`src/hw/dlx_pkg.sv`:
```
package dlx_pkg;

  //////////////////////////////////////////////////
  // widths and fixed registers
  //////////////////////////////////////////////////
  localparam int xlen = 32;

  typedef logic [4:0] reg_addr_t;

  // jal / jalr destination
  localparam reg_addr_t link_reg = 5'd31;

  //////////////////////////////////////////////////
  // encodings
  //////////////////////////////////////////////////
  // primary opcodes, classic dlx numbering
  typedef enum logic [5:0] {
    op_rtype = 6'h00, op_j    = 6'h02, op_jal  = 6'h03, op_beqz = 6'h04,
    op_bnez  = 6'h05, op_addi = 6'h08, op_andi = 6'h0c, op_ori  = 6'h0d,
    op_xori  = 6'h0e, op_lhi  = 6'h0f, op_jr   = 6'h12, op_jalr = 6'h13,
    op_slti  = 6'h1a, op_lb   = 6'h20, op_lh   = 6'h21, op_lw   = 6'h23,
    op_lbu   = 6'h24, op_lhu  = 6'h25, op_sb   = 6'h28, op_sh   = 6'h29,
    op_sw    = 6'h2b
  } opcode_e;

  // r-type function field, instr[5:0]
  typedef enum logic [5:0] {
    fn_sll = 6'h04, fn_srl = 6'h06, fn_sra = 6'h07, fn_add  = 6'h20,
    fn_sub = 6'h22, fn_and = 6'h24, fn_or  = 6'h25, fn_xor  = 6'h26,
    fn_slt = 6'h2a, fn_sltu = 6'h2b
  } func_e;

  typedef enum logic [3:0] {
    alu_add, alu_sub, alu_and, alu_or, alu_xor, alu_sll,
    alu_srl, alu_sra, alu_slt, alu_sltu, alu_pass_b
  } alu_op_e;

  typedef enum logic [1:0] {
    size_byte = 2'd0,
    size_half = 2'd1,
    size_word = 2'd2
  } mem_size_e;

  //////////////////////////////////////////////////
  // control word and pipeline registers
  //////////////////////////////////////////////////
  typedef struct packed {
    logic      reg_wr;
    logic      mem_rd;
    logic      mem_wr;
    mem_size_e mem_size;
    logic      load_signed;
    logic      mem_to_reg;
    logic      link;
    logic      lhi;
    logic      use_imm;
    logic      imm_zero_ext;
    logic      r_type;
    alu_op_e   alu_op;
  } ctrl_t;

  typedef struct packed {
    logic            valid;
    logic [xlen-1:0] pc;
    logic [31:0]     instr;
  } if_id_t;

  typedef struct packed {
    logic            valid;
    ctrl_t           ctrl;
    reg_addr_t       rs1;
    reg_addr_t       rs2;
    reg_addr_t       rd;
    logic [xlen-1:0] busa;
    logic [xlen-1:0] busb;
    logic [xlen-1:0] imm32;
    logic [xlen-1:0] pc;
  } id_ex_t;

  typedef struct packed {
    logic            valid;
    ctrl_t           ctrl;
    reg_addr_t       rd;
    logic [xlen-1:0] alu_out;
    logic [xlen-1:0] store_data;
    logic [xlen-1:0] pc;
    logic [15:0]     imm16;
  } ex_mem_t;

  typedef struct packed {
    logic            valid;
    ctrl_t           ctrl;
    reg_addr_t       rd;
    logic [xlen-1:0] alu_out;
    logic [xlen-1:0] load_word;
    logic [1:0]      byte_off;
    logic [xlen-1:0] pc;
    logic [15:0]     imm16;
  } mem_wb_t;

  // apb4 requester outputs
  typedef struct packed {
    logic            psel;
    logic            penable;
    logic            pwrite;
    logic [xlen-1:0] paddr;
    logic [xlen-1:0] pwdata;
    logic [3:0]      pstrb;
  } apb_req_t;

  typedef struct packed {
    logic            wr;
    reg_addr_t       rd;
    logic [xlen-1:0] data;
  } reg_wr_t;

  // valid: value is final, reg_wr: stage will write rd
  typedef struct packed {
    logic            valid;
    logic            reg_wr;
    reg_addr_t       rd;
    logic [xlen-1:0] value;
  } fwd_t;

  //////////////////////////////////////////////////
  // helpers shared by several stages
  //////////////////////////////////////////////////
  // destination of an instruction in execute
  function automatic reg_addr_t dest_reg(id_ex_t e);
    if (e.ctrl.link) return link_reg;
    return e.ctrl.r_type ? e.rd : e.rs2;
  endfunction

  // non-load result, link and lhi override alu
  function automatic logic [xlen-1:0] result_of(ctrl_t c, logic [xlen-1:0] alu_out,
                                                logic [xlen-1:0] pc, logic [15:0] imm16);
    if (c.link) return pc + 32'd8;
    if (c.lhi) return {imm16, 16'h0000};
    return alu_out;
  endfunction

  // ex/mem view offered for forwarding, loads not ready yet
  function automatic fwd_t fwd_from_ex_mem(ex_mem_t e);
    fwd_t f;
    f.valid  = e.valid && !e.ctrl.mem_rd;
    f.reg_wr = e.valid && e.ctrl.reg_wr;
    f.rd     = e.rd;
    f.value  = result_of(e.ctrl, e.alu_out, e.pc, e.imm16);
    return f;
  endfunction

  // newest matching producer wins, r0 never matches
  function automatic logic [xlen-1:0] fwd_pick(reg_addr_t r, logic [xlen-1:0] v,
                                               fwd_t newer, fwd_t older);
    if (r == '0) return v;
    if (newer.valid && newer.reg_wr && newer.rd == r) return newer.value;
    if (older.valid && older.reg_wr && older.rd == r) return older.value;
    return v;
  endfunction

endpackage

```
`src/hw/decode_stage.sv`:
```
`timescale 1ns/1ps

module decode_stage (
  input  logic                     clk,
  input  logic                     arst_n,
  input  logic                     freeze,
  input  dlx_pkg::if_id_t          if_id,
  input  dlx_pkg::id_ex_t          id_ex_cur,
  input  dlx_pkg::fwd_t            ex_fwd,
  input  dlx_pkg::fwd_t            wb_fwd,
  input  dlx_pkg::reg_wr_t         wb_wr,
  output dlx_pkg::id_ex_t          id_ex_next,
  output logic                     stall,
  output logic                     redirect_en,
  output logic [dlx_pkg::xlen-1:0] redirect_pc
);
  import dlx_pkg::*;

  opcode_e         op;
  func_e           fn;
  ctrl_t           ctrl;
  reg_addr_t       src1;
  reg_addr_t       src2;
  reg_addr_t       ex_dest;
  logic            use_rs1;
  logic            use_rs2;
  logic            is_beqz;
  logic            is_bnez;
  logic            is_jump;
  logic            is_jreg;
  logic            ex_writes;
  logic            load_use;
  logic            br_hazard;
  logic            taken;
  logic [xlen-1:0] regs [32];
  logic [xlen-1:0] rf_a;
  logic [xlen-1:0] rf_b;
  logic [xlen-1:0] br_opa;
  logic [xlen-1:0] offset;

  assign op   = opcode_e'(if_id.instr[31:26]);
  assign fn   = func_e'(if_id.instr[5:0]);
  assign src1 = if_id.instr[25:21];
  assign src2 = if_id.instr[20:16];

  //////////////////////////////////////////////////
  // control decode
  //////////////////////////////////////////////////
  always_comb begin
    ctrl    = '0;
    use_rs1 = 1'b1;
    use_rs2 = 1'b0;
    is_beqz = 1'b0;
    is_bnez = 1'b0;
    is_jump = 1'b0;
    is_jreg = 1'b0;
    case (op)
      op_rtype: begin
        ctrl.r_type = 1'b1;
        ctrl.reg_wr = 1'b1;
        use_rs2     = 1'b1;
        case (fn)
          fn_add:  ctrl.alu_op = alu_add;
          fn_sub:  ctrl.alu_op = alu_sub;
          fn_and:  ctrl.alu_op = alu_and;
          fn_or:   ctrl.alu_op = alu_or;
          fn_xor:  ctrl.alu_op = alu_xor;
          fn_sll:  ctrl.alu_op = alu_sll;
          fn_srl:  ctrl.alu_op = alu_srl;
          fn_sra:  ctrl.alu_op = alu_sra;
          fn_slt:  ctrl.alu_op = alu_slt;
          fn_sltu: ctrl.alu_op = alu_sltu;
          // unknown function acts as a nop
          default: ctrl.reg_wr = 1'b0;
        endcase
      end
      op_addi, op_slti, op_andi, op_ori, op_xori, op_lhi: begin
        ctrl.reg_wr       = 1'b1;
        ctrl.use_imm      = 1'b1;
        // logical immediates are zero extended
        ctrl.imm_zero_ext = op inside {op_andi, op_ori, op_xori};
        ctrl.lhi          = (op == op_lhi);
        use_rs1           = (op != op_lhi);
        case (op)
          op_slti: ctrl.alu_op = alu_slt;
          op_andi: ctrl.alu_op = alu_and;
          op_ori:  ctrl.alu_op = alu_or;
          op_xori: ctrl.alu_op = alu_xor;
          op_lhi:  ctrl.alu_op = alu_pass_b;
          default: ctrl.alu_op = alu_add;
        endcase
      end
      op_lb, op_lh, op_lw, op_lbu, op_lhu: begin
        ctrl.reg_wr      = 1'b1;
        ctrl.mem_rd      = 1'b1;
        ctrl.mem_to_reg  = 1'b1;
        ctrl.use_imm     = 1'b1;
        ctrl.load_signed = op inside {op_lb, op_lh};
        ctrl.mem_size    = (op inside {op_lb, op_lbu}) ? size_byte :
                           (op inside {op_lh, op_lhu}) ? size_half : size_word;
      end
      op_sb, op_sh, op_sw: begin
        ctrl.mem_wr   = 1'b1;
        ctrl.use_imm  = 1'b1;
        use_rs2       = 1'b1;
        ctrl.mem_size = (op == op_sb) ? size_byte : (op == op_sh) ? size_half : size_word;
      end
      op_beqz: is_beqz = 1'b1;
      op_bnez: is_bnez = 1'b1;
      op_j, op_jal: begin
        is_jump     = 1'b1;
        use_rs1     = 1'b0;
        ctrl.reg_wr = (op == op_jal);
        ctrl.link   = (op == op_jal);
      end
      op_jr, op_jalr: begin
        is_jreg     = 1'b1;
        ctrl.reg_wr = (op == op_jalr);
        ctrl.link   = (op == op_jalr);
      end
      default: use_rs1 = 1'b0;
    endcase
  end

  //////////////////////////////////////////////////
  // register file, written at the edge
  //////////////////////////////////////////////////
  // write lands when writeback leaves, bypass covers the rest
  always_ff @(posedge clk or negedge arst_n) begin
    if (!arst_n) begin
      for (int i = 0; i < 32; i++) begin
        regs[i] <= '0;
      end
    end else if (wb_wr.wr && wb_wr.rd != '0 && !freeze) begin
      regs[wb_wr.rd] <= wb_wr.data;
    end
  end

  // write-through, r0 never bypassed
  always_comb begin
    rf_a = regs[src1];
    rf_b = regs[src2];
    if (wb_wr.wr && wb_wr.rd != '0 && wb_wr.rd == src1) rf_a = wb_wr.data;
    if (wb_wr.wr && wb_wr.rd != '0 && wb_wr.rd == src2) rf_b = wb_wr.data;
  end

  //////////////////////////////////////////////////
  // hazards
  //////////////////////////////////////////////////
  assign ex_dest   = dest_reg(id_ex_cur);
  assign ex_writes = id_ex_cur.valid && id_ex_cur.ctrl.reg_wr && ex_dest != '0;
  // load in execute feeding this instruction
  assign load_use  = ex_writes && id_ex_cur.ctrl.mem_rd &&
                     ((use_rs1 && src1 == ex_dest) || (use_rs2 && src2 == ex_dest));
  // branch source still in execute, or a load still in memory
  assign br_hazard = (is_beqz || is_bnez || is_jreg) &&
                     ((ex_writes && src1 == ex_dest) ||
                      (ex_fwd.reg_wr && !ex_fwd.valid && ex_fwd.rd == src1 && src1 != '0));
  assign stall     = if_id.valid && (load_use || br_hazard);

  //////////////////////////////////////////////////
  // branch and jump resolution
  //////////////////////////////////////////////////
  assign br_opa = fwd_pick(src1, rf_a, ex_fwd, wb_fwd);
  assign offset = is_jump ? {{6{if_id.instr[25]}}, if_id.instr[25:0]}
                          : {{16{if_id.instr[15]}}, if_id.instr[15:0]};
  assign taken  = is_jump || is_jreg || (is_beqz && br_opa == '0) ||
                  (is_bnez && br_opa != '0);
  assign redirect_en = if_id.valid && taken && !stall;
  // relative to the delay slot
  assign redirect_pc = is_jreg ? br_opa : if_id.pc + 32'd4 + offset;

  // bubble on stall
  assign id_ex_next = '{valid: if_id.valid && !stall, ctrl: ctrl, rs1: src1, rs2: src2,
                        rd: if_id.instr[15:11], busa: rf_a, busb: rf_b,
                        imm32: {{16{if_id.instr[15]}}, if_id.instr[15:0]}, pc: if_id.pc};

  // r0 reads zero through array and bypass alike
  a_r0_zero: assert property (@(posedge clk) disable iff (!arst_n)
    (src1 != '0 || rf_a == '0) && (src2 != '0 || rf_b == '0));

endmodule

```
`src/hw/dlx_pipeline.sv`:
```
`timescale 1ns/1ps

module dlx_pipeline (
  input  logic              clk,
  input  logic              arst_n,
  output logic [31:0]       pc,
  input  logic [31:0]       instr,
  output dlx_pkg::apb_req_t apb_req,
  input  logic [31:0]       prdata,
  input  logic              pready
);
  import dlx_pkg::*;

  //////////////////////////////////////////////////
  // inter-stage wires
  //////////////////////////////////////////////////
  if_id_t          if_id;
  id_ex_t          id_ex_next;
  id_ex_t          id_ex_cur;
  ex_mem_t         ex_mem;
  mem_wb_t         mem_wb;
  // ex/mem view, one copy per consumer
  fwd_t            ex_fwd;
  fwd_t            mem_fwd;
  fwd_t            wb_fwd;
  reg_wr_t         wb_wr;
  logic            freeze;
  logic            stall;
  logic            redirect_en;
  logic [xlen-1:0] redirect_pc;

  fetch_stage i_fetch_stage (
    .clk         (clk),
    .arst_n      (arst_n),
    .freeze      (freeze),
    .stall       (stall),
    .redirect_en (redirect_en),
    .redirect_pc (redirect_pc),
    .instr       (instr),
    .pc          (pc),
    .if_id       (if_id)
  );

  decode_stage i_decode_stage (
    .clk         (clk),
    .arst_n      (arst_n),
    .freeze      (freeze),
    .if_id       (if_id),
    .id_ex_cur   (id_ex_cur),
    .ex_fwd      (ex_fwd),
    .wb_fwd      (wb_fwd),
    .wb_wr       (wb_wr),
    .id_ex_next  (id_ex_next),
    .stall       (stall),
    .redirect_en (redirect_en),
    .redirect_pc (redirect_pc)
  );

  execute_stage i_execute_stage (
    .clk        (clk),
    .arst_n     (arst_n),
    .freeze     (freeze),
    .id_ex_next (id_ex_next),
    .mem_fwd    (mem_fwd),
    .wb_fwd     (wb_fwd),
    .id_ex_cur  (id_ex_cur),
    .ex_fwd     (ex_fwd),
    .ex_mem     (ex_mem)
  );

  // apb wait states freeze the whole pipe
  memory_stage i_memory_stage (
    .clk     (clk),
    .arst_n  (arst_n),
    .ex_mem  (ex_mem),
    .apb_req (apb_req),
    .prdata  (prdata),
    .pready  (pready),
    .freeze  (freeze),
    .mem_fwd (mem_fwd),
    .mem_wb  (mem_wb)
  );

  writeback_stage i_writeback_stage (
    .mem_wb (mem_wb),
    .wb_fwd (wb_fwd),
    .wb_wr  (wb_wr)
  );

endmodule

```
`src/hw/execute_stage.sv`:
```
`timescale 1ns/1ps

module execute_stage (
  input  logic             clk,
  input  logic             arst_n,
  input  logic             freeze,
  input  dlx_pkg::id_ex_t  id_ex_next,
  input  dlx_pkg::fwd_t    mem_fwd,
  input  dlx_pkg::fwd_t    wb_fwd,
  output dlx_pkg::id_ex_t  id_ex_cur,
  output dlx_pkg::fwd_t    ex_fwd,
  output dlx_pkg::ex_mem_t ex_mem
);
  import dlx_pkg::*;

  logic [xlen-1:0] opa;
  logic [xlen-1:0] opb_reg;
  logic [xlen-1:0] opb;
  logic [xlen-1:0] imm;
  logic [xlen-1:0] alu_res;

  //////////////////////////////////////////////////
  // id/ex register
  //////////////////////////////////////////////////
  always_ff @(posedge clk or negedge arst_n) begin
    if (!arst_n) begin
      id_ex_cur <= '0;
    end else if (!freeze) begin
      id_ex_cur <= id_ex_next;
    end
  end

  //////////////////////////////////////////////////
  // operand selection
  //////////////////////////////////////////////////
  // ex/mem first, then mem/wb
  assign opa     = fwd_pick(id_ex_cur.rs1, id_ex_cur.busa, mem_fwd, wb_fwd);
  assign opb_reg = fwd_pick(id_ex_cur.rs2, id_ex_cur.busb, mem_fwd, wb_fwd);
  // andi/ori/xori drop the sign
  assign imm     = id_ex_cur.ctrl.imm_zero_ext ? {16'h0000, id_ex_cur.imm32[15:0]}
                                               : id_ex_cur.imm32;
  assign opb     = id_ex_cur.ctrl.use_imm ? imm : opb_reg;

  //////////////////////////////////////////////////
  // alu
  //////////////////////////////////////////////////
  always_comb begin
    case (id_ex_cur.ctrl.alu_op)
      alu_add:    alu_res = opa + opb;
      alu_sub:    alu_res = opa - opb;
      alu_and:    alu_res = opa & opb;
      alu_or:     alu_res = opa | opb;
      alu_xor:    alu_res = opa ^ opb;
      // shift amount from low five bits
      alu_sll:    alu_res = opa << opb[4:0];
      alu_srl:    alu_res = opa >> opb[4:0];
      alu_sra:    alu_res = $signed(opa) >>> opb[4:0];
      alu_slt:    alu_res = {31'b0, $signed(opa) < $signed(opb)};
      alu_sltu:   alu_res = {31'b0, opa < opb};
      alu_pass_b: alu_res = opb;
      default:    alu_res = opa + opb;
    endcase
  end

  //////////////////////////////////////////////////
  // ex/mem register
  //////////////////////////////////////////////////
  // store data carries the forwarded rs2
  always_ff @(posedge clk or negedge arst_n) begin
    if (!arst_n) begin
      ex_mem <= '0;
    end else if (!freeze) begin
      ex_mem.valid      <= id_ex_cur.valid;
      ex_mem.ctrl       <= id_ex_cur.ctrl;
      ex_mem.rd         <= dest_reg(id_ex_cur);
      ex_mem.alu_out    <= alu_res;
      ex_mem.store_data <= opb_reg;
      ex_mem.pc         <= id_ex_cur.pc;
      ex_mem.imm16      <= id_ex_cur.imm32[15:0];
    end
  end

  // decode resolves branches against this
  assign ex_fwd = fwd_from_ex_mem(ex_mem);

endmodule

```
`src/hw/fetch_stage.sv`:
```
`timescale 1ns/1ps

module fetch_stage (
  input  logic                     clk,
  input  logic                     arst_n,
  input  logic                     freeze,
  input  logic                     stall,
  input  logic                     redirect_en,
  input  logic [dlx_pkg::xlen-1:0] redirect_pc,
  input  logic [31:0]              instr,
  output logic [31:0]              pc,
  output dlx_pkg::if_id_t          if_id
);

  //////////////////////////////////////////////////
  // pc and if/id register
  //////////////////////////////////////////////////
  // instr arrives combinationally for the current pc
  // redirect lands after the delay slot is captured
  always_ff @(posedge clk or negedge arst_n) begin
    if (!arst_n) begin
      pc    <= '0;
      if_id <= '0;
    end else if (!freeze && !stall) begin
      // taken branch or jump from decode
      if (redirect_en) begin
        pc <= redirect_pc;
      end else begin
        pc <= pc + 32'd4;
      end
      if_id.valid <= 1'b1;
      if_id.pc    <= pc;
      if_id.instr <= instr;
    end
  end

  // redirect targets must stay on word boundaries
  a_pc_aligned: assert property (@(posedge clk) disable iff (!arst_n) pc[1:0] == 2'b00);

endmodule

```
`src/hw/memory_stage.sv`:
```
`timescale 1ns/1ps

module memory_stage (
  input  logic              clk,
  input  logic              arst_n,
  input  dlx_pkg::ex_mem_t  ex_mem,
  output dlx_pkg::apb_req_t apb_req,
  input  logic [31:0]       prdata,
  input  logic              pready,
  output logic              freeze,
  output dlx_pkg::fwd_t     mem_fwd,
  output dlx_pkg::mem_wb_t  mem_wb
);
  import dlx_pkg::*;

  typedef enum logic [1:0] {
    st_idle,
    st_setup,
    st_access
  } apb_state_e;

  apb_state_e state_q;
  apb_state_e state;
  logic       mem_op;
  logic [1:0] off;

  assign mem_op = ex_mem.valid && (ex_mem.ctrl.mem_rd || ex_mem.ctrl.mem_wr);
  assign off    = ex_mem.alu_out[1:0];

  //////////////////////////////////////////////////
  // apb4 requester fsm
  //////////////////////////////////////////////////
  // setup starts in the cycle the access arrives
  always_comb begin
    state = state_q;
    if (state_q == st_idle && mem_op) state = st_setup;
  end

  always_ff @(posedge clk or negedge arst_n) begin
    if (!arst_n) begin
      state_q <= st_idle;
    end else begin
      case (state)
        st_setup:  state_q <= st_access;
        st_access: if (pready) state_q <= st_idle;
        default:   state_q <= st_idle;
      endcase
    end
  end

  // hold everything until the access completes
  assign freeze = (state == st_setup) || (state == st_access && !pready);

  //////////////////////////////////////////////////
  // request fields and byte lanes
  //////////////////////////////////////////////////
  always_comb begin
    apb_req.psel    = (state != st_idle);
    apb_req.penable = (state == st_access);
    apb_req.pwrite  = apb_req.psel && ex_mem.ctrl.mem_wr;
    apb_req.paddr   = {ex_mem.alu_out[xlen-1:2], 2'b00};
    // replicate onto every lane, strobe picks
    case (ex_mem.ctrl.mem_size)
      size_byte: begin
        apb_req.pwdata = {4{ex_mem.store_data[7:0]}};
        apb_req.pstrb  = 4'b0001 << off;
      end
      size_half: begin
        apb_req.pwdata = {2{ex_mem.store_data[15:0]}};
        apb_req.pstrb  = off[1] ? 4'b1100 : 4'b0011;
      end
      default: begin
        apb_req.pwdata = ex_mem.store_data;
        apb_req.pstrb  = 4'b1111;
      end
    endcase
    // reads carry no strobes
    if (!apb_req.pwrite) apb_req.pstrb = 4'b0000;
  end

  //////////////////////////////////////////////////
  // mem/wb register
  //////////////////////////////////////////////////
  always_ff @(posedge clk or negedge arst_n) begin
    if (!arst_n) begin
      mem_wb <= '0;
    end else if (!freeze) begin
      mem_wb.valid     <= ex_mem.valid;
      mem_wb.ctrl      <= ex_mem.ctrl;
      mem_wb.rd        <= ex_mem.rd;
      mem_wb.alu_out   <= ex_mem.alu_out;
      mem_wb.load_word <= prdata;
      mem_wb.byte_off  <= off;
      mem_wb.pc        <= ex_mem.pc;
      mem_wb.imm16     <= ex_mem.imm16;
    end
  end

  assign mem_fwd = fwd_from_ex_mem(ex_mem);

  // access only with psel, and only after a setup cycle
  a_penable_psel: assert property (@(posedge clk) disable iff (!arst_n)
    apb_req.penable |-> (apb_req.psel && $past(apb_req.psel)));

  // address, direction, data and strobes hold until completion
  a_req_stable: assert property (@(posedge clk) disable iff (!arst_n)
    (apb_req.psel && !(apb_req.penable && pready)) |=>
      $stable({apb_req.paddr, apb_req.pwrite, apb_req.pwdata, apb_req.pstrb}));

endmodule

```
`src/hw/writeback_stage.sv`:
```
`timescale 1ns/1ps

module writeback_stage (
  input  dlx_pkg::mem_wb_t mem_wb,
  output dlx_pkg::fwd_t    wb_fwd,
  output dlx_pkg::reg_wr_t wb_wr
);
  import dlx_pkg::*;

  logic [7:0]      lane_b;
  logic [15:0]     lane_h;
  logic [xlen-1:0] load_val;
  logic [xlen-1:0] data;

  //////////////////////////////////////////////////
  // load extraction
  //////////////////////////////////////////////////
  // little-endian lanes, same as the store strobes
  assign lane_b = mem_wb.load_word[8*mem_wb.byte_off +: 8];
  assign lane_h = mem_wb.load_word[16*mem_wb.byte_off[1] +: 16];

  always_comb begin
    case (mem_wb.ctrl.mem_size)
      size_byte: load_val = {{24{mem_wb.ctrl.load_signed & lane_b[7]}}, lane_b};
      size_half: load_val = {{16{mem_wb.ctrl.load_signed & lane_h[15]}}, lane_h};
      default:   load_val = mem_wb.load_word;
    endcase
  end

  // alu, lhi or link result otherwise
  assign data = mem_wb.ctrl.mem_to_reg ? load_val
              : result_of(mem_wb.ctrl, mem_wb.alu_out, mem_wb.pc, mem_wb.imm16);

  //////////////////////////////////////////////////
  // write request and forward
  //////////////////////////////////////////////////
  assign wb_wr  = '{wr: mem_wb.valid && mem_wb.ctrl.reg_wr, rd: mem_wb.rd, data: data};
  assign wb_fwd = '{valid: mem_wb.valid, reg_wr: mem_wb.valid && mem_wb.ctrl.reg_wr,
                    rd: mem_wb.rd, value: data};

endmodule

```
`config.mk`:
```
export PLATFORM = sky130hd
export DESIGN_NAME = dlx_pipeline
export DESIGN_NICKNAME = d
export VERILOG_FILES = /design/src/hw/dlx_pkg.sv /design/src/hw/decode_stage.sv /design/src/hw/dlx_pipeline.sv /design/src/hw/execute_stage.sv /design/src/hw/fetch_stage.sv /design/src/hw/memory_stage.sv /design/src/hw/writeback_stage.sv
export SDC_FILE = /design/constraint.sdc
export NUM_CORES = 2
export LEC_CHECK = 0
export BUFFER_PORTS_ARGS = -buffer_cell sky130_fd_sc_hd__buf_4
export CAP_MARGIN = 20
export CORE_UTILIZATION = 60
export DETAILED_ROUTE_END_ITERATION = 7
export HOLD_SLACK_MARGIN = 0.08
export PLACE_DENSITY = 0.77
export SYNTH_ARGS = -nofsm -noshare
export SYNTH_HDL_FRONTEND = slang
export SYNTH_SLANG_ARGS = --single-unit
```
`constraint.sdc`:
```
create_clock -name clk -period 6.41 [get_ports clk]
set_input_delay 0.3205 -clock clk [delete_from_list [all_inputs] [get_ports clk]]
set_output_delay 0.3205 -clock clk [all_outputs]
set_load 0.05 [all_outputs]
```
==> results.toml <==
[placed_design]
portBuffers = 167
place_inst = 11108
gp_congestion = 1.166
place_hpwl_um = 257500

[critical_path]
end_kind = "flip-flop"
path_class = "flip-flop to flip-flop"
critPathTopFamily = "compound AO/OA/AOI/OAI gates"
critPathLaunchType = "flip-flop"
slowest_delay_ns = 0.62
worstPathRequired_ns = 7.14
worstPathMaxFanout = 23
crit_top_cell = "buf_4"
worstPathArrival_ns = 7.12
path_buf_inv = 4
crit_path_top_delay_cell = "mux4_2"

[synth]
synth-edff-count = 0
ys_ff_latch = 1511
syn_inst = 9415
synth_top_cell_area_share_pct = 42.39
syn-mean-instance-area_um2 = 9.474
ys.flop_type = "dfrtp_1"
synth.cell_area_um2 = 89190
synth_top_cell_by_area = "dfrtp_1"
synth_cell_types = 109
yosysSeqAreaShare_pct = 42.39
synth_area_leaders = "dfrtp_1 42%, mux4_2 14%, nand2_1 9.9%, o21ai_0 7.4%, mux2i_1 2.7%"
yosys_warnings = 0
async_reset_ff_share_pct = 100.0

[outcome]
status = "complete, but fails checks"
failed_checks = "DRC"

[timing]
relSlewSlack_pct = 10.85
period_minus_slack_ns = 6.395
rsz0062_at_grt = "no"
finalHoldViolCount = 0
drv_slew = 0
skew_ns = 0.07805
fin_tns_setup_ns = 0
setup_viol = 0
worst-slew-pin-transition_ns = 1.337
max_freq_mhz = 156.4
fin_crit_sh_pct = 99.76

[global_route]
grt_pass1_wl_um = 547800
antenna_found_initial = 21
grt_util_all_layers_pct = 50.22
grt_overflow = 0
grt_start_max_net_pins = 174
grt_pass1_vias = 79143

[drt]
viasPerCell = 7.095
routedWlPerCell_um = 32.81
postRouteWirelength_um = 377100
final_antenna_net_count = 0
vias = 81546
drc = 5
drt_iter0_drc = 11220
first_pass_iters = 8

[cts]
cts_buffers = 163
cts_max_level = 4
clock_sinks = 1511
cts.clk_slew.worst_paths_ns = 0.07
clock_path_buffers = 3
cts_tree = "built"
insertion_delay_ns = 0.86
root_buffer = "clkbuf_16"

[min_path]
hold_path_class = "primary input to flip-flop"

[die]
io_pins = 170
dieArea_um2 = 150200
die_h_um = 387.6
core-area_um2 = 147700
initial_utilization_pct = 60.40
rows = 141
die_w_um = 387.6

[cells_and_area]
register_area_um2 = 37840
multiInputGateArea_um2 = 47550
final_nets = 9645
drive_gt1_share_pct = 17.48
finalNonFillerCells = 11493
final_cell_mix = "2316 x nand2_1, 1503 x dfrtp_1, 1326 x o21ai_0"
layout_commonest_cell = "nand2_1"
final_core_util_pct = 67.68
nFillCells = 11293
area_growth_pct = 12.05

[flow_run]
cap_violations = 0

[power_and_ir_drop]
p_leak_uw = 0.04416
vdd_ir_drop_max_mv = 0.4567
power.density_nw_per_um2 = 623.9
cells by family (layout without fill, tap and decap cells):
group	after synthesis	count (layout)	share of synthesized area, %
adders and majority gates	165	165	2.337
and+or+nand+nor	3290	3290	15.34
buffers and inverters	1008	1139	4.716
xor gates and xnor gates	120	120	1.178
other	1	18	0.004204
muxes	873	873	17.52
AOI/OAI and AO/OA	2447	2447	16.51
DFF	1511	1511	42.39
what timing repair did:
action                     4_1_cts  5_1_grt
resized for setup                0        7
setup buffers                    0        2
hold buffers                    65        1
hold endpoints to repair       167        1
setup endpoints to repair        0        6
final timing paths:
| kind | start | endpoint | slack [ns] | depth (start not counted) |
|---|---|---|---|---|
| setup / recovery | i_memory_stage.mem_wb[83] | i_execute_stage.ex_mem[108] | 0.02 | 25 |
| hold / removal | pready | i_execute_stage.ex_mem[40] | 0.21 | 4 |
| setup reg to reg | i_memory_stage.mem_wb[83] | i_execute_stage.ex_mem[108] | 0.02 | 25 |
| hold reg to reg | i_decode_stage.regs[1018] | i_decode_stage.regs[1018] | 0.40 | 0 |
| max in group asynchronous | arst_n | i_decode_stage.regs[468] | 3.85 | 5 |
| min in group asynchronous | arst_n | i_execute_stage.ex_mem[87] | 0.54 | 3 |
cell usage after synthesis (88+ instances only):
master,number
a21oi_1,297
a22oi_1,105
buf_1,90
clkbuf_1,651
dfrtp_1,1511
ha_1,161
inv_1,125
mux2i_1,245
mux4_2,541
nand2_1,2348
nand3_1,130
nor2_1,375
nor3_1,88
o21ai_0,1327
o22ai_1,90
sequential cells by signal (all words and copies together) (netlist names):
register,flops
i_execute_stage.ex_fwd,5
i_memory_stage.state_q,1
i_execute_stage.ex_mem,121
i_decode_stage.regs,1024
i_fetch_stage.if_id,65
i_memory_stage.mem_wb,125
i_execute_stage.id_ex_cur,138
i_fetch_stage.pc,32
worst min-delay path, delay by kind of cell:
family	cells	cell delay, ns
mux	1	0.43
simple gates	2	0.15
buf+inv	1	0.08
power breakdown:
group          internal, uW  total [uW]  leakage [uW]  switching [uW]
clock                  5690       10000       0.00274            4330
sequential            13000       17100        0.0201            4140
combinational         12300       35200        0.0213           22900
total                 31000       62400        0.0442           31300
stage by stage:
step / setup WS, ns / area [um^2] / total power, uW / hold WS, ns
2_1_floorplan: 0.5453 / 89200 / 37090 / 0.02491
3_3_place_gp: 0.2462 / 93420 / 49890 / 0.3448
3_5_place_dp: 0.1602 / 93450 / 50570 / 0.3530
4_1_cts: 0.1330 / 99770 / 60690 / 0.1510
5_1_grt: 0.01986 / 99910 / 64490 / 0.2256
6_report: 0.01530 / 99940 / 62350 / 0.2064
layout make-up:
class                      instances  share of cell area [%]
multi-input combinational       6897                   47.58
sequential                      1511                   37.86
timing repair buffer             707                   5.924
clock buffer                     245                   4.841
tap                             1930                   2.416
clock inverter                    53                  0.8288
inverter                         134                  0.5108
antenna                           16                 0.04006
per-layer routing:
layer	track usage, %	vias up	routed length, um
met4	40.86	20	38450
met5	0.03190	-	109
li1	-	33675	-
met3	15.36	1817	48480
met2	73.36	6162	162300
met1	61.81	39872	127700
Note: power is estimated with default switching activity, not from simulation.
